`src/logic/pkt_sched_pkg.sv`:
```
////////////////////////////////////////
// Shared types and limits for the packet scheduler
// Referenced by scoped names from the RTL and testbench
////////////////////////////////////////

package pkt_sched_pkg;

    ////////////////////////////////////////
    // Packet size limits in bytes
    ////////////////////////////////////////

    // Largest legal packet, one MTU
    parameter int max_pkt_bytes = 1500;

    // Smallest legal packet
    parameter int min_pkt_bytes = 64;

    ////////////////////////////////////////
    // Types
    ////////////////////////////////////////

    // Byte count of a packet or of one word, wide enough for an MTU
    typedef logic [10:0] len_t;

    // Per-port scheduler state
    // port_idle  no packet selected, next pick goes by priority
    // port_busy  a queue is locked until its last word leaves
    typedef enum logic {
        port_idle = 1'b0,
        port_busy = 1'b1
    } port_state_e;

endpackage

```
`src/logic/queue_store.sv`:
```
////////////////////////////////////////
// Per-queue length FIFOs with a two-stage dequeue pipeline
// Each dequeue request yields one word two cycles later
////////////////////////////////////////

`timescale 1ns/1ns

module queue_store #(
    parameter int num_ports       = 2,
    parameter int queues_per_port = 4,
    parameter int word_bytes      = 64,
    parameter int fifo_depth      = 4
) (
    input  logic                                            clk,
    input  logic                                            rst,
    input  logic                                            enq_valid,
    input  logic [$clog2(num_ports*queues_per_port)-1:0]    enq_queue,
    input  pkt_sched_pkg::len_t                             enq_len,
    output logic                                            enq_drop,
    input  logic                                            deq_valid,
    input  logic [$clog2(num_ports*queues_per_port)-1:0]    deq_queue,
    output logic [num_ports*queues_per_port-1:0]            queue_empty,
    output logic                                            word_valid,
    output logic [$clog2(num_ports*queues_per_port)-1:0]    word_queue,
    output pkt_sched_pkg::len_t                             word_bytes_out,
    output logic                                            word_last
);

    localparam int num_queues = num_ports * queues_per_port;
    localparam int qw = $clog2(num_queues);
    localparam int aw = (fifo_depth > 1) ? $clog2(fifo_depth) : 1;
    localparam int cw = $clog2(fifo_depth + 1);

    // Length storage and FIFO bookkeeping
    pkt_sched_pkg::len_t mem [num_queues][fifo_depth];
    logic [aw-1:0]       wr_ptr [num_queues];
    logic [aw-1:0]       rd_ptr [num_queues];
    logic [cw-1:0]       count [num_queues];
    // Bytes of the head packet already sent
    pkt_sched_pkg::len_t offset [num_queues];

    logic                len_legal;
    logic                target_full;
    logic                enq_ok;
    logic [num_queues-1:0] push_vec;
    logic [num_queues-1:0] pop_vec;

    logic                s1_valid;
    logic [qw-1:0]       s1_queue;
    pkt_sched_pkg::len_t s1_rem;
    logic                s1_last;

    function automatic logic [aw-1:0] ptr_next(input logic [aw-1:0] ptr);
        return (ptr == aw'(fifo_depth - 1)) ? '0 : ptr + 1'b1;
    endfunction

    ////////////////////////////////////////
    // Enqueue side
    ////////////////////////////////////////

    // Zero or oversized lengths cannot be segmented, drop them like a full queue
    assign len_legal   = (enq_len != '0) &&
                         (enq_len <= pkt_sched_pkg::len_t'(pkt_sched_pkg::max_pkt_bytes));
    assign target_full = (count[enq_queue] == cw'(fifo_depth));
    assign enq_ok      = enq_valid && len_legal && !target_full;

    always_ff @(posedge clk) begin
        if (rst) begin
            enq_drop <= 1'b0;
        end else begin
            enq_drop <= enq_valid && !enq_ok;
        end
    end

    always_ff @(posedge clk) begin
        if (enq_ok) begin
            mem[enq_queue][wr_ptr[enq_queue]] <= enq_len;
        end
    end

    always_comb begin
        for (int q = 0; q < num_queues; q++) begin
            push_vec[q] = enq_ok && (enq_queue == qw'(q));
            pop_vec[q]  = s1_valid && s1_last && (s1_queue == qw'(q));
        end
    end

    always_ff @(posedge clk) begin
        if (rst) begin
            for (int q = 0; q < num_queues; q++) begin
                wr_ptr[q] <= '0;
                rd_ptr[q] <= '0;
                count[q]  <= '0;
                offset[q] <= '0;
            end
        end else begin
            for (int q = 0; q < num_queues; q++) begin
                if (push_vec[q]) begin
                    wr_ptr[q] <= ptr_next(wr_ptr[q]);
                end
                // Final word pops the head, others advance the offset
                if (pop_vec[q]) begin
                    rd_ptr[q] <= ptr_next(rd_ptr[q]);
                    offset[q] <= '0;
                end else if (s1_valid && s1_queue == qw'(q)) begin
                    offset[q] <= offset[q] + pkt_sched_pkg::len_t'(word_bytes);
                end
                if (push_vec[q] && !pop_vec[q]) begin
                    count[q] <= count[q] + 1'b1;
                end else if (!push_vec[q] && pop_vec[q]) begin
                    count[q] <= count[q] - 1'b1;
                end
            end
        end
    end

    for (genvar q = 0; q < num_queues; q++) begin : g_empty
        assign queue_empty[q] = (count[q] == '0);
    end

    ////////////////////////////////////////
    // Dequeue pipeline
    ////////////////////////////////////////

    // Stage one: head length minus bytes already sent
    always_ff @(posedge clk) begin
        if (rst) begin
            s1_valid <= 1'b0;
        end else begin
            s1_valid <= deq_valid;
        end
    end

    always_ff @(posedge clk) begin
        s1_queue <= deq_queue;
        s1_rem   <= mem[deq_queue][rd_ptr[deq_queue]] - offset[deq_queue];
    end

    assign s1_last = (s1_rem <= pkt_sched_pkg::len_t'(word_bytes));

    // Stage two: emit a full word or the remainder
    always_ff @(posedge clk) begin
        if (rst) begin
            word_valid <= 1'b0;
            word_last  <= 1'b0;
        end else begin
            word_valid <= s1_valid;
            word_last  <= s1_valid && s1_last;
        end
    end

    always_ff @(posedge clk) begin
        word_queue     <= s1_queue;
        word_bytes_out <= s1_last ? s1_rem : pkt_sched_pkg::len_t'(word_bytes);
    end

endmodule

```
`config.mk`:
```
export PLATFORM = sky130hd
export DESIGN_NAME = queue_store
export DESIGN_NICKNAME = d
export VERILOG_FILES = /design/src/logic/pkt_sched_pkg.sv /design/src/logic/queue_store.sv
export SDC_FILE = /design/constraint.sdc
export NUM_CORES = 1
export LEC_CHECK = 0
export BUFFER_PORTS_ARGS = -buffer_cell sky130_fd_sc_hd__buf_2
export CAP_MARGIN = 20
export CORE_MARGIN = 5
export CORE_UTILIZATION = 57
export CTS_CLUSTER_DIAMETER = 40
export DETAILED_ROUTE_END_ITERATION = 6
export HOLD_SLACK_MARGIN = 0.15
export PLACE_DENSITY = 0.74
export REMOVE_ABC_BUFFERS = 1
export SYNTH_ARGS = -nofsm -noshare
export SYNTH_HDL_FRONTEND = slang
export SYNTH_SLANG_ARGS = --single-unit
```
`constraint.sdc`:
```
create_clock -name clk -period 10 [get_ports clk]
set_clock_uncertainty 0.05 [all_clocks]
set_input_delay 0.5 -clock clk [delete_from_list [all_inputs] [get_ports clk]]
set_output_delay 0.5 -clock clk [all_outputs]
set_load 0.01 [all_outputs]
```
-- Word level (Yosys, flattened, before mapping)
Memory sizes are Yosys's and may differ from the RTL's.
Cells that the tools add are included.
- register bits: 32
- word-level logic and storage cells: 424
- ROM bits: 0
- latch bits: 0
- RAM bits: 496
- bits of input ports: 21
- memories kept: 5
- memories (memory ; words ; width ; rd ports ; clocked after Yosys merged registers in ; wr ports ; line ; source):
    mem ; 8 ; 44 ; 1 ; 0 ; 1 ; queue_store.sv:35 ; pkt_sched_pkg::len_t mem [num_queues][fifo_depth];
    offset ; 8 ; 11 ; 9 ; 0 ; 8 ; queue_store.sv:40 ; pkt_sched_pkg::len_t offset [num_queues];
    count ; 8 ; 3 ; 9 ; 0 ; 8 ; queue_store.sv:38 ; logic [cw-1:0] count [num_queues];
    rd_ptr ; 8 ; 2 ; 9 ; 0 ; 8 ; queue_store.sv:37 ; logic [aw-1:0] rd_ptr [num_queues];
    wr_ptr ; 8 ; 2 ; 9 ; 0 ; 8 ; queue_store.sv:36 ; logic [aw-1:0] wr_ptr [num_queues];
- div/mod/pow operators: 0
- $lt $le $gt $ge: 5
- bitwise gates (word level): 50
- multiplexer cells: 209
- shift operators: 0
- reductions and logical operators: 75
- add/sub/neg operators: 41
- equality and inequality tests: 31
- multiply operators: 0
- operators by type and width (cell ; count):
    $mux W11 ; 19
    $mux W1 ; 139
    $add A11 B7 Y11 const B ; 8
    $mux W2 ; 32
    $mux W3 ; 16
    $or A1 B1 Y1 ; 48
    $logic_and A1 B1 Y1 ; 46
    $mux W44 ; 1
    $add A2 B1 Y2 const B ; 16
    $eq A2 B2 Y1 const B ; 16
    $logic_not A3 Y1 ; 10
    $eq A3 B3 Y1 const B ; 9
    $add A3 B1 Y3 const B ; 8
    $sub A3 B1 Y3 const B ; 8
    $bmux W11 S2 ; 1
    $demux W11 S2 ; 1
    $logic_not A1 Y1 ; 18
    $eq A3 B2 Y1 const B ; 4
    $le A11 B11 Y1 const B ; 1
    $le A11 B7 Y1 const B ; 1
    $reduce_bool A11 Y1 ; 1
    $sub A11 B11 Y11 ; 1
    $eq A3 B1 Y1 const B ; 2
    $ge A3 B3 Y1 const B ; 2
    other kinds (2) ; 3

-- Depth between registers and ports, before layout
- word-level depth: 12
- gate-level depth with buffers: 14
- mapped depth without buffers: 12

-- Worst setup path after synthesis
OpenSTA, ideal clock, no wires.
- kind: input-to-reg
- from: input deq_queue[1]
- to: register s1_rem[10]
- required time: 9829 ps
- setup time: 121 ps
- arrival: 3562 ps
- path slack: 6267 ps
- cell stages on the path: 13
- path through: buf_4 -> mux4_2 -> mux2i_1 -> buf_4 -> mux4_2 -> inv_1 -> ha_1 -> o21a_1 -> o21a_1 -> o21a_1 -> nor2_1 -> xnor2_1 -> xnor2_1
- longest elaborated chain between the ends: 6
- elaborated cells between the ends (all ways): 8
- those cells by class: add/sub: 1; mux: 3; bitwise: 1; memory: 3
- ends and longest elaborated chain (element ; line ; source):
    start, declared ; queue_store.sv:21 ; input logic [$clog2(num_ports*queues_per_port)-1:0] deq_queue,
    $mem_v2 Z8 W2 ; n/a ;
    $not A2 Y3 (not written as such) ; queue_store.sv:136 ; s1_rem <= mem[deq_queue][rd_ptr[deq_queue]] - offset[deq_queue];
    $bmux W11 S2 ; queue_store.sv:136 ;
    $mux W11 (not written as such) (2 in a row) ; queue_store.sv:136 ;
    $sub A11 B11 Y11 (*) ; queue_store.sv:136 ;
    end signal, assigned ; queue_store.sv:136 ;
    end, declared ; queue_store.sv:50 ; pkt_sched_pkg::len_t s1_rem;
Every way passes the cells marked *; elsewhere a longest branch is shown, timed or not. The select of a mux whose other input is x is not followed.
A chain may end at the register's enable or synchronous reset.

-- Worst setup path in the final report
- from: input deq_queue[2]
- to: register s1_rem[10]
The elaborated chain is that of the path after synthesis.

==> results.md <==
* Area grow syn2layout at 13.8%
* Nets at between 1k and 1.5k
* Leak pwr at slightly above 8 nW
* Fin crit share at between 40% and 50%
* Clock network power share at between 40% and 50%
* # diodes at 0
* Worst EP arrival at about 4.7 ns
* Max-slew violations at 0
* Worst EP required at between 10 and 15 ns
* Final Wtd Congestion at about 0.83
* Clock tree from TritonCTS: built
* Mean post-synth cell area at about 18 um2
* Placed Cells at about 1.6k
* Buf+Inv Stages, Crit Path at 3
* I/O pin count at 46
* Slew headroom at 25.5%
* Initial antenna violation count at 6
* Synthesized flop and latch total at 480
* Post-synth EDFFs at about 450
* Cell Pwr Density at approximately 200 nW/um2
* Sink Count at between 400 and 500
* Root Buffer Master: clkbuf_16
* Vias in the first global route at 10.7k
* P_int at ~3.6 mW
* Combinational Power Share at 6.7%
* CTS Buf Count at a little under 60
* Yosys warnings at 0
* CP endpoint kind: flop
* DIE WIDTH at 199 um
* Worst-path clk slew at ~0.060 ns
* Final count of negative-setup-slack endpoints at 0
* Global-route usage over all layers at 22.1%
* Row count at 69
* Netlist Area Pre-Place at 20,300 um2
* Starting Density at between 50% and 60%
* Worst skew pair latency at 0.61 ns
* Sw power at 1.06 mW
* Cell Count, Final, Fillers Out at between 1.5k and 2k
* Crit path top cell by count: o21a_1
* CP max FO at roughly 40
* Sequential area share after synthesis at approximately 70%
* Family with the most delay on the worst path: multiplexers
* CP Launch Type: primary input
* Final Hold Viols at 0
* Worst min path class: in2reg
* Detailed Route WL at ~42 mm
* Synth Flop Type: edfxtp_1
* Critical path class: in2reg
* Crit-path cells: buf_2, mux4_2, mux2i_4, buf_4, mux2i_1, mux4_2, inv_1, ha_1, o21a_1, o21a_1, o21a_1, nor2_1, xnor2_1, xnor2_1
* Crit path largest cell delay at 0.63 ns
* Synth top area share at ~66%
* H-tree levels at 2
* Least-Margin Pin Slew at ~1.1 ns
* Gate Count Post-Synth at 1,159
* Post-DRT Antenna Nets at 0
* Die Ht at ~200 um
* DR pass1 iterations at 5
* Vias post-DR at about 11k
* F_max at about 240 MHz
* Max Cap Violations at 0
* Status: complete, no violations
* WL/cell at between 20 and 25 um
* Final HPWL DP at around 27 mm
* Drt drc at 0
* Clock tree buffer depth at 3
* Largest area contributor in the netlist: edfxtp_1
* Global route overflow at 0
* Ranking of synthesized cells by area: edfxtp_1 (66%), mux4_2 (13%), dfxtp_1 (3.2%)
* Layout cells sized above 1 at a little under a quarter
* Via-to-Cell Ratio at 6.03
* Asr flop ratio synth at 0%
* RSZ-0062 raised after global routing: no
* Global-route wire length before repair at ~65 mm
* CORE AREA at between 30,000 and 40,000 um2
* Setup TNS at 0 ns
* Tmin final at 4.23 ns
* 1st-iter DRT viols at approximately 1.1k
* Die Area at between 30,000 and 40,000 um2
* Largest net degree at the start of global routing at a little under 60
* Max VDD drop at about 0.00017 V
* Switching share of power at a little under a quarter
* Netlist cell types at 53
* Seq pwr share at approximately half
* Buffers on Ports at 45
* Crit-path slowest cell: mux4_2
-- synth_stat cells, types with 4 or more instances --
master	count
a21oi_1	12
and2_1	8
and3_1	9
and3b_1	4
buf_1	11
buf_2	12
buf_4	6
clkbuf_1	21
dfxtp_1	32
edfxtp_1	448
fa_1	7
ha_1	31
inv_1	42
mux2i_1	58
mux4_2	116
nand2_1	58
nand3_1	29
nor2_1	86
nor2b_1	4
nor3_1	32
nor3b_1	18
nor4_1	15
o21a_1	4
o21ai_0	4
or2_2	8
or3_1	4
xnor2_1	17
xor2_1	22
-- area by class of cell --
cell class | count | area, um2
multi-input cells | 590 | 5860
fillers | 2399 | 12300
repair buffers | 80 | 532
well taps | 461 | 577
inverters | 42 | 158
clock buffers | 64 | 1470
flip-flops and latches | 480 | 14100
clock inverters | 46 | 433
-- stage by stage --
stage	instance area (um2)	hold slack, ns	worst slack [ns]	utilization (%)	power, mW
global placement	21100	0.392	5.25	59.5	2.62
detailed placement	21100	0.395	5.21	59.5	2.63
CTS	23000	0.176	5.82	65.0	4.67
floorplan	20100	0.360	5.83	-	2.49
global route	23100	0.196	5.60	65.3	4.80
finish	23100	0.196	5.77	65.3	4.64
-- placed cells by master (no fill, tap or decap), types with 11 or more instances in the layout --
master,count
mux4_2,116
nand2_1,58
nor4_1,15
dfxtp_1,32
xnor2_1,17
inv_1,42
mux2i_1,57
nor2_1,86
clkbuf_16,58
a21oi_1,12
ha_1,31
nor3_1,32
buf_4,26
inv_6,11
xor2_1,22
buf_2,43
nor3b_1,18
nand3_1,29
edfxtp_1,448
clkinv_1,13
-- state kept, by name, indices dropped and copies added, names as in the netlist --
name / flops
s1_queue: 3
word_last: 1
s1_valid: 1
offset: 40
s1_rem: 11
word_valid: 1
word_queue: 3
wr_ptr: 16
mem: 352
rd_ptr: 16
word_bytes_out: 11
enq_drop: 1
count: 24
-- metal layers --
layer | up-vias | GRT usage [%] | share of wire [%]
li1 | 4768 | - | -
met1 | 5419 | 32.4 | 42
met2 | 374 | 34.5 | 48
met3 | 72 | 5.06 | 7.9
met4 | 6 | 5.47 | 1.9
met5 | - | 0 | 0.080
-- worst paths after layout --
path | start | to | slack (ns) | cells past startpoint
hold / removal | deq_queue[0] | s1_queue[0]$_DFF_P_ | 0.20 | 1
setup reg to reg | rd_ptr[1][1]$_SDFFCE_PP0P_ | s1_rem[10]$_DFF_P_ | 5.99 | 13
setup / recovery | deq_queue[2] | s1_rem[10]$_DFF_P_ | 5.77 | 14
hold reg to reg | s1_rem[3]$_DFF_P_ | word_bytes_out[3]$_SDFF_PP0_ | 0.41 | 1
-- cells by family (layout without fill, tap and decap cells) --
logic type | count (synthesis) | after routing | synth area share (%)
AO/OA/AOI/OAI | 38 | 38 | 1.31
other | 1 | 4 | 0.0184
buffers and inverters | 92 | 232 | 1.88
adder cells (fa/ha/maj) | 38 | 38 | 2.60
multiplexers | 177 | 177 | 15.9
flip-flops | 480 | 480 | 69.3
XOR/XNOR | 39 | 39 | 1.68
AND/OR/NAND/NOR | 294 | 294 | 7.25
-- what timing repair did --
| action | 4_1_cts | 5_1_grt |
|---|---|---|
| setup buffers | 0 | 0 |
| hold buffers | 2 | 0 |
| resized for setup | 0 | 0 |
| hold endpoints to repair | 2 | 0 |
-- power by group through the flow --
stage / logic (mW) / clock network, mW / registers, mW
6_report: 0.312 / 2.05 / 2.27
5_1_grt: 0.341 / 2.18 / 2.28
4_1_cts: 0.313 / 2.09 / 2.27
3_5_place_dp: 0.312 / 0 / 2.31
3_3_place_gp: 0.304 / 0 / 2.31
2_1_floorplan: 0.186 / 0 / 2.31
Power figures use the tool's default switching activity.
