`config.mk`:
```
export PLATFORM = sky130hd
export DESIGN_NAME = egress_shaper
export DESIGN_NICKNAME = d
export VERILOG_FILES = /design/src/logic/pkt_sched_pkg.sv /design/src/logic/egress_shaper.sv
export SDC_FILE = /design/constraint.sdc
export NUM_CORES = 1
export LEC_CHECK = 0
export ABC_AREA = 1
export BUFFER_PORTS_ARGS = -buffer_cell sky130_fd_sc_hd__buf_4
export CAP_MARGIN = 40
export CORE_AREA = 10 10 79 81
export DETAILED_ROUTE_END_ITERATION = 10
export DIE_AREA = 0 0 89 91
export PLACE_DENSITY = 0.77
export SYNTH_ARGS = -nofsm -noshare
export SYNTH_HDL_FRONTEND = slang
export SYNTH_SLANG_ARGS = --single-unit
```
`constraint.sdc`:
```
create_clock -name clk -period 2.75 [get_ports clk]
set_input_delay 0.1375 -clock clk [delete_from_list [all_inputs] [get_ports clk]]
set_output_delay 0.1375 -clock clk [all_outputs]
set_load 0.05 [all_outputs]
```
`src/logic/pkt_sched_pkg.sv`:
```
////////////////////////////////////////
// Shared types and limits for the packet scheduler
// Referenced by scoped names from the RTL and testbench
////////////////////////////////////////

package pkt_sched_pkg;

    ////////////////////////////////////////
    // Packet size limits in bytes
    ////////////////////////////////////////

    // Largest legal packet, one MTU
    parameter int max_pkt_bytes = 1500;

    // Smallest legal packet
    parameter int min_pkt_bytes = 64;

    ////////////////////////////////////////
    // Types
    ////////////////////////////////////////

    // Byte count of a packet or of one word, wide enough for an MTU
    typedef logic [10:0] len_t;

    // Per-port scheduler state
    // port_idle  no packet selected, next pick goes by priority
    // port_busy  a queue is locked until its last word leaves
    typedef enum logic {
        port_idle = 1'b0,
        port_busy = 1'b1
    } port_state_e;

endpackage

```
`src/logic/egress_shaper.sv`:
```
////////////////////////////////////////
// Per-port byte-rate shaper driving the egress ready levels
////////////////////////////////////////

`timescale 1ns/1ns

module egress_shaper #(
    parameter int num_ports       = 2,
    parameter int queues_per_port = 4,
    parameter int shape_rate      = 8,
    parameter int overhead_bytes  = 20
) (
    input  logic                                            clk,
    input  logic                                            rst,
    input  logic                                            word_valid,
    input  logic [$clog2(num_ports*queues_per_port)-1:0]    word_queue,
    input  pkt_sched_pkg::len_t                             word_bytes_out,
    input  logic                                            word_last,
    output logic [num_ports-1:0]                            egr_ready
);

    localparam int pw = (num_ports > 1) ? $clog2(num_ports) : 1;

    // Two spare bits cover the sign and one word of overhead
    localparam int acc_w = $bits(pkt_sched_pkg::len_t) + 2;

    logic [pw-1:0] word_port;

    assign word_port = pw'(int'(word_queue) / queues_per_port);

    ////////////////////////////////////////
    // Leaky accumulators
    ////////////////////////////////////////

    for (genvar p = 0; p < num_ports; p++) begin : g_port

        logic signed [acc_w-1:0] acc;
        logic signed [acc_w-1:0] add_bytes;
        logic signed [acc_w-1:0] drain;

        // Bytes charged this cycle, framing overhead once per packet
        always_comb begin
            add_bytes = '0;
            if (word_valid && word_port == pw'(p)) begin
                add_bytes = signed'({2'b00, word_bytes_out});
                if (word_last) begin
                    add_bytes = add_bytes + acc_w'(overhead_bytes);
                end
            end
        end

        // Drain only while credit is owed
        assign drain = acc[acc_w-1] ? '0 : acc_w'(shape_rate);

        always_ff @(posedge clk) begin
            if (rst) begin
                // Start just below zero so the port is ready
                acc <= acc_w'(-1);
            end else begin
                acc <= acc + add_bytes - drain;
            end
        end

        // Negative accumulator means the port may take more data
        assign egr_ready[p] = acc[acc_w-1];

    end

endmodule

```
# Word level (Yosys, flattened, before mapping)
# Index checks and enable logic that the tools add are counted.
dict set report op_classes {
  add_sub_neg 5
  multipliers 0
  div 0
  n_lt_le_gt_ge 0
  eq_ne 0
  n_shift 0
  mux 5
  bitwise_logic 1
  reduce_logical 2
}
# op count
set ops {}
lappend ops {{$add A13 B13 Y13} 2}
lappend ops {{$mux W13} 2}
lappend ops {{$sub A13 B5 Y13} 2}
lappend ops {{$add A11 B5 Y12 const B} 1}
lappend ops {{$mux W12} 1}
lappend ops {{$mux W4} 2}
lappend ops {{$logic_and A1 B1 Y1} 2}
lappend ops {{$not A1 Y1} 1}
dict set report word_totals {
  reg_bits 26
  latchBits 0
  ramBits 0
  rom_bits 0
  in_bits 18
  output_inout_bits 2
  word_cells 15
  n_memories 0
}

# Depth between registers and ports, before layout
# Gate-level depths: netlist of the first run.
dict set report logic_depth {
  depth_word 5
  mapped_depth 18
}

# Worst setup path after synthesis of the first run
# Ideal clock, no wire load.
dict set report synth_timing {
  path_kind {input to register}
  start {input word_bytes_out[2]}
  end {register g_port[0].acc[8]}
  setup_ns 0.114
  arrival_time_ns 2.063
  t_required_ns 2.636
  setup_slack_ns 0.573
  cell_stages 13
  path_buffers 0
  cell_sequence {ha_1 mux2i_1 nor2_1 fa_1 ha_1 nand2_1 nand2_1 nor2_1 nor2_1 nor2_1 nor2_1 nor2_1 nand2_1}
}
dict set report synth_between {
  elab_chain_cells 5
}
# item line_no
set synth_rtl {}
lappend synth_rtl {{start, declared} egress_shaper.sv:17} ;# input pkt_sched_pkg::len_t word_bytes_out,
lappend synth_rtl {{$add A11 B5 Y12} egress_shaper.sv:47} ;# add_bytes = add_bytes + acc_w'(overhead_bytes);
lappend synth_rtl {{$mux W12 *} egress_shaper.sv:46} ;# if (word_last) begin
lappend synth_rtl {{$mux W13 *} egress_shaper.sv:44} ;# if (word_valid && word_port == pw'(p)) begin
lappend synth_rtl {{$add A13 B13 Y13 *} egress_shaper.sv:60} ;# acc <= acc + add_bytes - drain;
lappend synth_rtl {{$sub A13 B5 Y13 *} egress_shaper.sv:60}
lappend synth_rtl {{end signal, assigned} egress_shaper.sv:58} ;# acc <= acc_w'(-1);
lappend synth_rtl {{end signal, assigned} egress_shaper.sv:60}
lappend synth_rtl {{end, declared} egress_shaper.sv:37} ;# logic signed [acc_w-1:0] acc;
# Every way passes the cells marked *; elsewhere a longest branch is shown, timed or not.
# A chain may end at the register's enable or synchronous reset.

# Final worst setup path of the first run
dict set report layout_timing {
  start {input word_bytes_out[2]}
  end {register g_port[1].acc[9]}
}
dict set report layout_between {
  elab_chain_cells 5
}
# item line_no
set layout_rtl {}
lappend layout_rtl {{$add A11 B5 Y12} egress_shaper.sv:47}
lappend layout_rtl {{$mux W12 *} egress_shaper.sv:46}
lappend layout_rtl {{$mux W13 *} egress_shaper.sv:44}
lappend layout_rtl {{$add A13 B13 Y13 *} egress_shaper.sv:60}
lappend layout_rtl {{$sub A13 B5 Y13 *} egress_shaper.sv:60}
lappend layout_rtl {{end signal, assigned} egress_shaper.sv:58}
lappend layout_rtl {{end signal, assigned} egress_shaper.sv:60}
lappend layout_rtl {{end, declared} egress_shaper.sv:37}
# Marks and branches as above.

==> flow_summary_export.csv, run 1 <==
group,metric,value,unit
synth,syn_inst,480,
clock_tree,ctsHoldBuffers,0,
clock_tree,cts_setup_buffers,0,
timing,setup-tns-final,0,ns
worst_setup_path,arrival,2.47,ns
grt,grt_pass1_vias,2580,
worst_setup_path,startpoint_type,"primary input",
timing,maxSlewHeadroom,56.4,%
detailed_routing,wl_per_cell,10.9,um
timing,finalCriticalPeriod,2.34,ns
grt,grt_max_degree,18,
worst_setup_path,r2r_cells,10,
synth,ys_ff_latch,26,
power_and_ir_drop,power_density,1200,nW/um^2
timing,fmax,428,MHz
hold_path,min_path_type,"primary input to register",
finish,postLayoutCellArea,3090,sq um
finish,n_antenna_cell,0,
floorplanning,die-height,91,um
floorplanning,fp.dieW,89,um
grt,antenna_found_initial,0,
flow_run,maxCapViolations,0,
synth,async_reset_ff_share,0,%
clock_tree,clkTransAtPathRegs,0.10,ns
hold_path,worstHoldPathCells,3,
floorplanning,rows,25,
clock_tree,root_buffer,"clkbuf_8",
synth,yosysWarnings,0,
placed_design,dp_hpwl,5.08,mm
synth,synth_edf_count,0,
floorplanning,dieArea,8100,sq um
detailed_routing,drt_iter0_markers,94,
placed_design,place_inst,547,
power_and_ir_drop,ir_drop,0.000638,V
finish,nNetsFinal,563,
floorplanning,core-area,4660,sq um
detailed_routing,ant_nets,0,
clock_tree,ctsResizeCount,0,
worst_setup_path,required,2.89,ns
finish,stdcell_count,551,
power_and_ir_drop,p_leak,0.00198,uW
detailed_routing,dr_total_vias,2689,
floorplanning,ioPinCount,20,
synth,ys.flop_type,"dfxtp_1",
finish,regMostFlops,"g_port.acc",
grt,grtUsageTotal,15.6,%
worst_setup_path,worstPathMaxFanout,5,
timing,slew_violations,0,
finish,drive_above_1_share,6.04,%
finish,multi_input_area,1810,sq um
timing,fin_crit_sh,85.0,%
clock_tree,htree_num_levels,1,
finish,mostFrequentLayoutCell,"nand2_1",
finish,final_cell_mix,"146 x nand2_1, 130 x inv_1, 45 x ha_1",
timing,hold_viol_final,0,
worst_setup_path,timing_worst_setup_path_type,"primary input to register",
timing,setup_viol,0,
finish,final-seq-area,520,sq um
detailed_routing,drc_errors,0,
grt,grt_pass1_wl,10.6,mm
clock_tree,worstSkewPairLatency,0.27,ns
timing,rsz0062_at_grt,"no",
status,status,"completed",
timing,skew,0.00172,ns
detailed_routing,routed_via_density,4.88,
floorplanning,start_util,61.3,%
finish,fill_cells,473,
synth,synth_nets,545,
clock_tree,tritoncts,"yes",
timing,tightest_slew,0.654,ns
synth,synth_cell_types,24,
finish,syn2layout_area_growth,8.02,%
placed_design,placed_area,3030,sq um
worst_setup_path,cp-end-kind,"register",
placed_design,gp_congestion,0.852,
finish,largest_register_ffs,26,
detailed_routing,drt_first_pass_iters,4,
synth,synth_area,2860,sq um
placed_design,portBuffers,17,
synth,syn_avg_cell_area,5.95,sq um
detailed_routing,wl,6.00,mm
synth,synth-seq-area-share,18.2,%
finish,reg_top3,"g_port.acc x26",
clock_tree,clockBufferDepth,2,
grt,grt-ovfl-total,0,
clock_tree,cts-buffers-inserted,3,
clock_tree,cts_sinks,26,
-- worst max-delay path, cell delays in order --
cell and delay, ns:
buf_4 0.10, ha_1 0.16, nor2_1 0.06, nor3_2 0.24, nand3_1 0.17, xor2_1 0.22
nand2_1 0.09, ha_1 0.28, inv_1 0.04, ha_1 0.35, nand2_1 0.12, nor2_1 0.18
nand3_1 0.14, nand4_1 0.12, nand3_1 0.09
-- cell usage after synthesis (2+ instances only) --
cell	number	area (sq um)
buf_2	2	10.0
a21oi_1	11	55.1
fa_1	2	40.0
nor2_1	39	146
ha_1	45	563
buf_4	2	15.0
nand3_1	35	175
inv_1	130	488
or2_2	5	31.3
nand2_1	146	548
nor3_2	2	20.0
xnor2_1	2	17.5
a21o_1	3	22.5
o21ai_0	3	15.0
dfxtp_1	26	521
nand4_1	12	75.1
xor2_1	8	70.1
-- final cells by class --
class,instances,share of cell area [%]
tap,54,2.19
inverter,132,16.1
timing repair buffer,18,4.38
clock buffer,4,1.78
multi-input combinational,317,58.7
sequential,26,16.9
-- per-stage QoR --
stage          hold slack, ns  setup slack [ns]  util [%]  total power, uW
2_1_floorplan           0.403             0.573         -             2930
3_5_place_dp            0.423             0.176      65.0             3450
6_report                0.132             0.413      66.2             3710
4_1_cts                 0.131             0.416      66.2             3730
3_3_place_gp            0.429             0.223      65.0             3360
5_1_grt                 0.152             0.122      66.2             4250
-- metal layers --
metal,GRT usage [%],routed length [um],vias up
li1,-,-,1470
met1,17.2,2660,1201
met2,30.6,3220,14
met3,1.70,80,4
met4,2.52,39,0
met5,0,0,-
-- where the power goes --
part	total, uW	internal, uW	switching, uW	leakage, uW
sequential	581	527	54.8	0.000217
combinational	2870	1080	1790	0.00174
clock	261	128	133	0.0000288
total	3710	1740	1980	0.00198
-- final timing paths --
kind                                         from          endpoint  slack [ns]
worst max-delay path            word_bytes_out[2]  g_port[1].acc[9]        0.41
worst min-delay path                          rst  g_port[0].acc[8]        0.13
worst max register to register  g_port[0].acc[12]  g_port[0].acc[6]        0.55
worst min register to register   g_port[0].acc[0]  g_port[0].acc[0]        0.55
-- logic make-up (layout without fill, tap and decap cells) --
kind of cell / Yosys count / after routing / synth area share [%]
buffers and inverters: 137 / 154 / 18.4
DFF: 26 / 26 / 18.2
adders and majority gates: 47 / 47 / 21.1
AOI/OAI and AO/OA: 19 / 19 / 3.77
muxes: 1 / 1 / 0.350
and+or+nand+nor: 240 / 240 / 35.1
xor gates and xnor gates: 10 / 10 / 3.07
No activity file was read; power rests on OpenSTA's default activity.
==> inputs of run 2 (changes only) <==
--- a/config.mk
+++ b/config.mk
@@ -8,10 +8,10 @@
 export ABC_AREA = 1
 export BUFFER_PORTS_ARGS = -buffer_cell sky130_fd_sc_hd__buf_4
 export CAP_MARGIN = 40
-export CORE_AREA = 10 10 79 81
+export CORE_AREA = 10 10 83 85
 export DETAILED_ROUTE_END_ITERATION = 10
-export DIE_AREA = 0 0 89 91
-export PLACE_DENSITY = 0.77
+export DIE_AREA = 0 0 93 95
+export PLACE_DENSITY = 0.73
 export SYNTH_ARGS = -nofsm -noshare
 export SYNTH_HDL_FRONTEND = slang
 export SYNTH_SLANG_ARGS = --single-unit
==> constraint.sdc (replaced) <==
create_clock -name clk -period 1.9 [get_ports clk]
set_input_delay 0.095 -clock clk [delete_from_list [all_inputs] [get_ports clk]]
set_output_delay 0.095 -clock clk [all_outputs]
set_load 0.05 [all_outputs]
==> run 2 against run 1 <==
The flow now finishes with violations (negative setup slack). Clock skew is essentially flat. Worst setup slack lost 0.60 ns. Sequential cell count is the same. Core utilization grew 8.7 points. Via count grew 14%. Critical path depth shrank 5. Die area grew 9.1%. Final area grew 30%. Critical endpoint is now g_port[0].acc[6].
==> flow_summary_export.csv, run 2 (synthesized netlist as in run 1, its figures left out) <==
group,metric,value,unit
grt,grt_pass1_wl,11.6,mm
detailed_routing,routed_via_density,4.98,
finish,final-seq-area,522,sq um
timing,fmax,479,MHz
status,violations,"negative setup slack",
clock_tree,cts_sinks,26,
timing,skew,0.00206,ns
finish,n_antenna_cell,0,
clock_tree,cts-buffers-inserted,3,
grt,grtUsageTotal,15.8,%
worst_setup_path,r2r-start,"g_port[0].acc[12]",
timing,maxSlewHeadroom,61.1,%
detailed_routing,dr_total_vias,3073,
timing,fin_crit_sh,110,%
grt,grt_pass1_vias,2718,
finish,reg_top3,"g_port.acc x26",
clock_tree,root_buffer,"clkbuf_8",
detailed_routing,drt_first_pass_iters,5,
worst_setup_path,timing_worst_setup_path_type,"register to register",
hold_path,min_path_type,"primary input to register",
clock_tree,clkTransAtPathRegs,0.10,ns
hold_path,worstHoldPathCells,3,
clock_tree,ctsHoldBuffers,0,
worst_setup_path,r2r-end,"g_port[0].acc[6]",
finish,drive_above_1_share,31.9,%
worst_setup_path,arrival,2.26,ns
worst_setup_path,reg2reg_slack,-0.19,ns
detailed_routing,drc_errors,0,
timing,finalCriticalPeriod,2.09,ns
worst_setup_path,worstPathMaxFanout,3,
timing,rsz0062_at_grt,"yes",
hold_path,worstHoldEndpoint,"g_port[0].acc[5]",
timing,setup_viol,13,
detailed_routing,drt_iter0_markers,140,
finish,fill_cells,433,
floorplanning,rows,27,
worst_setup_path,required,2.07,ns
floorplanning,dieArea,8840,sq um
clock_tree,worstSkewPairLatency,0.28,ns
placed_design,dp_hpwl,5.59,mm
timing,setup-tns-final,-0.921,ns
floorplanning,core-area,5340,sq um
flow_run,maxCapViolations,0,
floorplanning,ioPinCount,20,
finish,multi_input_area,2320,sq um
finish,nNetsFinal,612,
placed_design,gp_congestion,0.902,
finish,regMostFlops,"g_port.acc",
placed_design,post-place-ws,-0.527,ns
detailed_routing,wl_per_cell,12.5,um
finish,final_cell_mix,"119 x nand2_1, 118 x inv_1, 61 x buf_4",
clock_tree,clockBufferDepth,2,
finish,syn2layout_area_growth,39.9,%
clock_tree,htree_num_levels,1,
finish,final_core_util,74.9,%
timing,hold_ws,0.0881,ns
worst_setup_path,startpoint,"g_port[0].acc[12]",
grt,grt_max_degree,14,
timing,worst_slack,-0.188,ns
detailed_routing,wl,7.71,mm
placed_design,portBuffers,17,
timing,tightest_slew,0.583,ns
hold_path,min-delay-start,"rst",
worst_setup_path,r2r_cells,10,
floorplanning,fp.dieW,93,um
floorplanning,start_util,53.5,%
grt,grt-ovfl-total,0,
timing,slew_violations,0,
finish,largest_register_ffs,26,
status,status,"finished with violations",
floorplanning,die-height,95,um
grt,antenna_found_initial,0,
timing,hold_viol_final,0,
worst_setup_path,cp-end-kind,"register",
clock_tree,tritoncts,"yes",
worst_setup_path,startpoint_type,"register",
detailed_routing,ant_nets,0,
finish,mostFrequentLayoutCell,"nand2_1",
==> run 2: how the worst max path moves through the flow <==
stage / to / slack (ns)
after floorplan: g_port[1].acc[12] / -0.1
after global placement: g_port[0].acc[8] / -0.51
after detailed placement: g_port[1].acc[12] / -0.53
after CTS: g_port[0].acc[6] / -0.18
after global routing: g_port[0].acc[8] / -0.26
final: g_port[0].acc[6] / -0.19
==> run 2: per-layer routing <==
metal  wire, um  vias to the layer above  GRT usage [%]  share of wire [%]
li1           -                     1581              -                  -
met1       3370                     1366           19.7                 44
met2       3680                      107           27.7                 48
met3        475                       19           2.46                6.2
met4        179                        0           3.86                2.3
met5          0                        -              0                  0
==> run 2: cell type report <==
cell class,count,share of cell area (%)
clock buffer,3,1.03
inverter,132,12.4
multi-input combinational,317,58.0
sequential,26,13.1
tap,72,2.25
timing repair buffer,67,13.2
==> run 2: through the flow <==
step,cells,cell area (sq um)
floorplan,480,3050
global placement,606,3550
detailed placement,606,3550
CTS,613,3780
global route,617,4000
finish,617,4000
==> run 2: worst max-delay path, cell delays in order, from the launching register on <==
cell     delay [ns]
dfxtp_2        0.35
fa_1           0.58
ha_4           0.23
nand2_4        0.09
nor2_4         0.04
nor2_4         0.13
nor2_1         0.06
nor2_2         0.15
nor2_1         0.08
nor2_1         0.17
nand2_1        0.10
==> run 2: repair_timing <==
action,CTS,global route
setup endpoints to repair,14,20
resized for setup,37,51
cloned,0,0
pin swaps,29,32
buffers inserted,4,6
Power of run 2 is left out: the tool's default activity adds up to more than one toggle a clock period on the data nets, which glitch-free logic cannot reach.
==> inputs of run 3 (changes only) <==
--- a/config.mk
+++ b/config.mk
@@ -6,12 +6,13 @@
 export NUM_CORES = 1
 export LEC_CHECK = 0
 export ABC_AREA = 1
+export ABC_CLOCK_PERIOD_IN_PS = 2600
 export BUFFER_PORTS_ARGS = -buffer_cell sky130_fd_sc_hd__buf_4
 export CAP_MARGIN = 40
-export CORE_AREA = 10 10 83 85
+export CORE_AREA = 10 10 77 79
 export DETAILED_ROUTE_END_ITERATION = 10
-export DIE_AREA = 0 0 93 95
-export PLACE_DENSITY = 0.73
+export DIE_AREA = 0 0 87 89
+export PLACE_DENSITY = 0.81
 export SYNTH_ARGS = -nofsm -noshare
 export SYNTH_HDL_FRONTEND = slang
 export SYNTH_SLANG_ARGS = --single-unit
==> constraint.sdc (replaced) <==
create_clock -name clk -period 2.6 [get_ports clk]
set_input_delay 0.13 -clock clk [delete_from_list [all_inputs] [get_ports clk]]
set_output_delay 0.13 -clock clk [all_outputs]
set_load 0.05 [all_outputs]
==> run 3 against run 2 <==
The run now ends clean. Die area fell by 12%. Cell count fell by 10%. Hold slack improved by 0.033 ns. Via count fell by 11%. Non-clock buffer count fell by 46. Count of clock-buffer cells in the layout did not move. Core utilization fell by 6.6 points. Wire length fell by 21%. Largest cell class unchanged.
==> flow_summary_export.csv, run 3 (synthesized netlist as in run 1, its figures left out) <==
group,metric,value,unit
timing,skew,0.00192,ns
grt,grt_max_degree,18,
detailed_routing,routed_via_density,4.94,
worst_setup_path,slowest_stage,"ha_1",
clock_tree,ctsHoldBuffers,0,
finish,nNetsFinal,566,
clock_tree,clockBufferDepth,2,
detailed_routing,dr_total_vias,2734,
finish,largest_register_ffs,26,
flow_run,maxCapViolations,0,
timing,setup_viol,0,
clock_tree,tritoncts,"yes",
power_and_ir_drop,switchingPower,2140,uW
finish,drive_above_1_share,6.61,%
detailed_routing,drt_first_pass_iters,4,
finish,mostFrequentLayoutCell,"nand2_1",
worst_setup_path,path_buf_inv,4,
grt,grt_pass1_wl,10.8,mm
worst_setup_path,r2r-start,"g_port[0].acc[12]",
finish,final_cell_mix,"146 x nand2_1, 130 x inv_1, 45 x ha_1",
finish,syn2layout_area_growth,8.45,%
timing,tightest_slew,0.652,ns
timing,rsz0062_at_grt,"no",
finish,regMostFlops,"g_port.acc",
power_and_ir_drop,p_clk_share,6.2,%
power_and_ir_drop,combPwrFrac,78.4,%
floorplanning,fp.dieW,87,um
worst_setup_path,crit_path_end,"g_port[1].acc[11]",
floorplanning,core-area,4540,sq um
power_and_ir_drop,power_density,1280,nW/um^2
grt,grt_pass1_vias,2687,
power_and_ir_drop,ir_drop,0.000669,V
placed_design,dp_hpwl,5.04,mm
power_and_ir_drop,internal_power,1840,uW
worst_setup_path,worstPathMaxFanout,5,
timing,maxSlewHeadroom,56.5,%
floorplanning,ioPinCount,20,
timing,slew_violations,0,
worst_setup_path,crit_top_cell,"nand2_1",
worst_setup_path,max_stage_delay,0.35,ns
worst_setup_path,startpoint,"word_bytes_out[2]",
finish,postLayoutCellArea,3100,sq um
power_and_ir_drop,switching_share,53.9,%
clock_tree,worstSkewPairLatency,0.28,ns
worst_setup_path,reg2reg_slack,0.46,ns
clock_tree,root_buffer,"clkbuf_8",
worst_setup_path,required,2.75,ns
status,status,"completed",
detailed_routing,drt_iter0_markers,155,
hold_path,min_path_type,"primary input to register",
timing,finalCriticalPeriod,2.32,ns
worst_setup_path,arrival,2.47,ns
detailed_routing,ant_nets,0,
worst_setup_path,r2r-end,"g_port[0].acc[8]",
worst_setup_path,path_delay_family,"simple AND/OR/NAND/NOR gates",
worst_setup_path,cp-end-kind,"register",
clock_tree,clkTransAtPathRegs,0.10,ns
worst_setup_path,crit_cells,18,
finish,n_antenna_cell,0,
power_and_ir_drop,p_leak,0.00199,uW
clock_tree,htree_num_levels,1,
placed_design,post-place-ws,0.0323,ns
placed_design,gp_congestion,0.856,
floorplanning,dieArea,7740,sq um
timing,fin_crit_sh,89.2,%
detailed_routing,wl,6.09,mm
grt,antenna_found_initial,0,
floorplanning,die-height,89,um
timing,worst_slack,0.280,ns
timing,fmax,431,MHz
timing,setup-tns-final,0,ns
clock_tree,cts-buffers-inserted,3,
placed_design,portBuffers,17,
detailed_routing,drc_errors,0,
worst_setup_path,startpoint_type,"primary input",
worst_setup_path,timing_worst_setup_path_type,"primary input to register",
power_and_ir_drop,seqPwrFrac,15.4,%
grt,grtUsageTotal,16.9,%
grt,grt-ovfl-total,0,
timing,hold_viol_final,0,
detailed_routing,wl_per_cell,11.0,um
clock_tree,cts_sinks,26,
floorplanning,start_util,63.0,%
worst_setup_path,crit_chain,"buf_4 > ha_1 > nor2_1 > nor3_2 > buf_4 > xor2_1 > nand2_1 > ha_1 > inv_1 > ha_1 > nand2_1 > inv_1 > nand2_1 > nand2_1 > nand2_1 > nand3_1 > nand2_1 > nand3_1",
finish,reg_top3,"g_port.acc x26",
placed_design,placed_area,3050,sq um
floorplanning,rows,25,
finish,final_core_util,68.3,%
worst_setup_path,r2r_cells,10,
run 3: how the worst min path moves through the flow:
stage / endpoint / slack, ns / startpoint / cells after the start
2_1_floorplan: g_port[0].acc[5] / 0.40 / rst / 3
3_3_place_gp: g_port[0].acc[8] / 0.41 / rst / 3
3_5_place_dp: g_port[1].acc[5] / 0.42 / rst / 3
4_1_cts: g_port[0].acc[8] / 0.13 / rst / 3
5_1_grt: g_port[0].acc[5] / 0.14 / rst / 3
6_report: g_port[0].acc[5] / 0.12 / rst / 3
run 3: final cells by class:
type	instances	area (sq um)
multi-input combinational	317	1820
inverter	132	495
sequential	26	520
fill	428	1440
timing repair buffer	21	158
clock buffer	3	41.3
tap	54	67.6
run 3: power by group through the flow:
stage | clock (uW) | combinational (uW) | sequential (uW)
after global placement | 0 | 2970 | 618
after floorplan | 0 | 2490 | 607
after global routing | 269 | 3660 | 627
final | 247 | 3120 | 612
after CTS | 248 | 3090 | 614
after detailed placement | 0 | 3060 | 623
run 3: tightest hold or removal path, cell delays in order:
cell and delay (ns):
buf_4 0.15, nor2_1 0.06, nand2_1 0.04
run 3: timing repair:
action,CTS,global route
resized for setup,0,1
endpoints found under the setup margin,0,1
setup buffers,0,1
run 3: per-layer routing:
metal  GRT usage [%]  up-vias  share of wire, %
met4            4.71        0               1.1
met2            30.0       60                45
met3            2.73        7               5.2
met5               0        -                 0
li1                -     1483                 -
met1            20.3     1184                49
run 3: through the flow:
stage                     hold WS (ns)  power, uW  std cells
after CTS                        0.129       3950        552
after detailed placement         0.421       3680        549
after global routing             0.136       4550        553
after floorplan                  0.395       3090        480
final                            0.121       3980        553
after global placement           0.415       3590        549
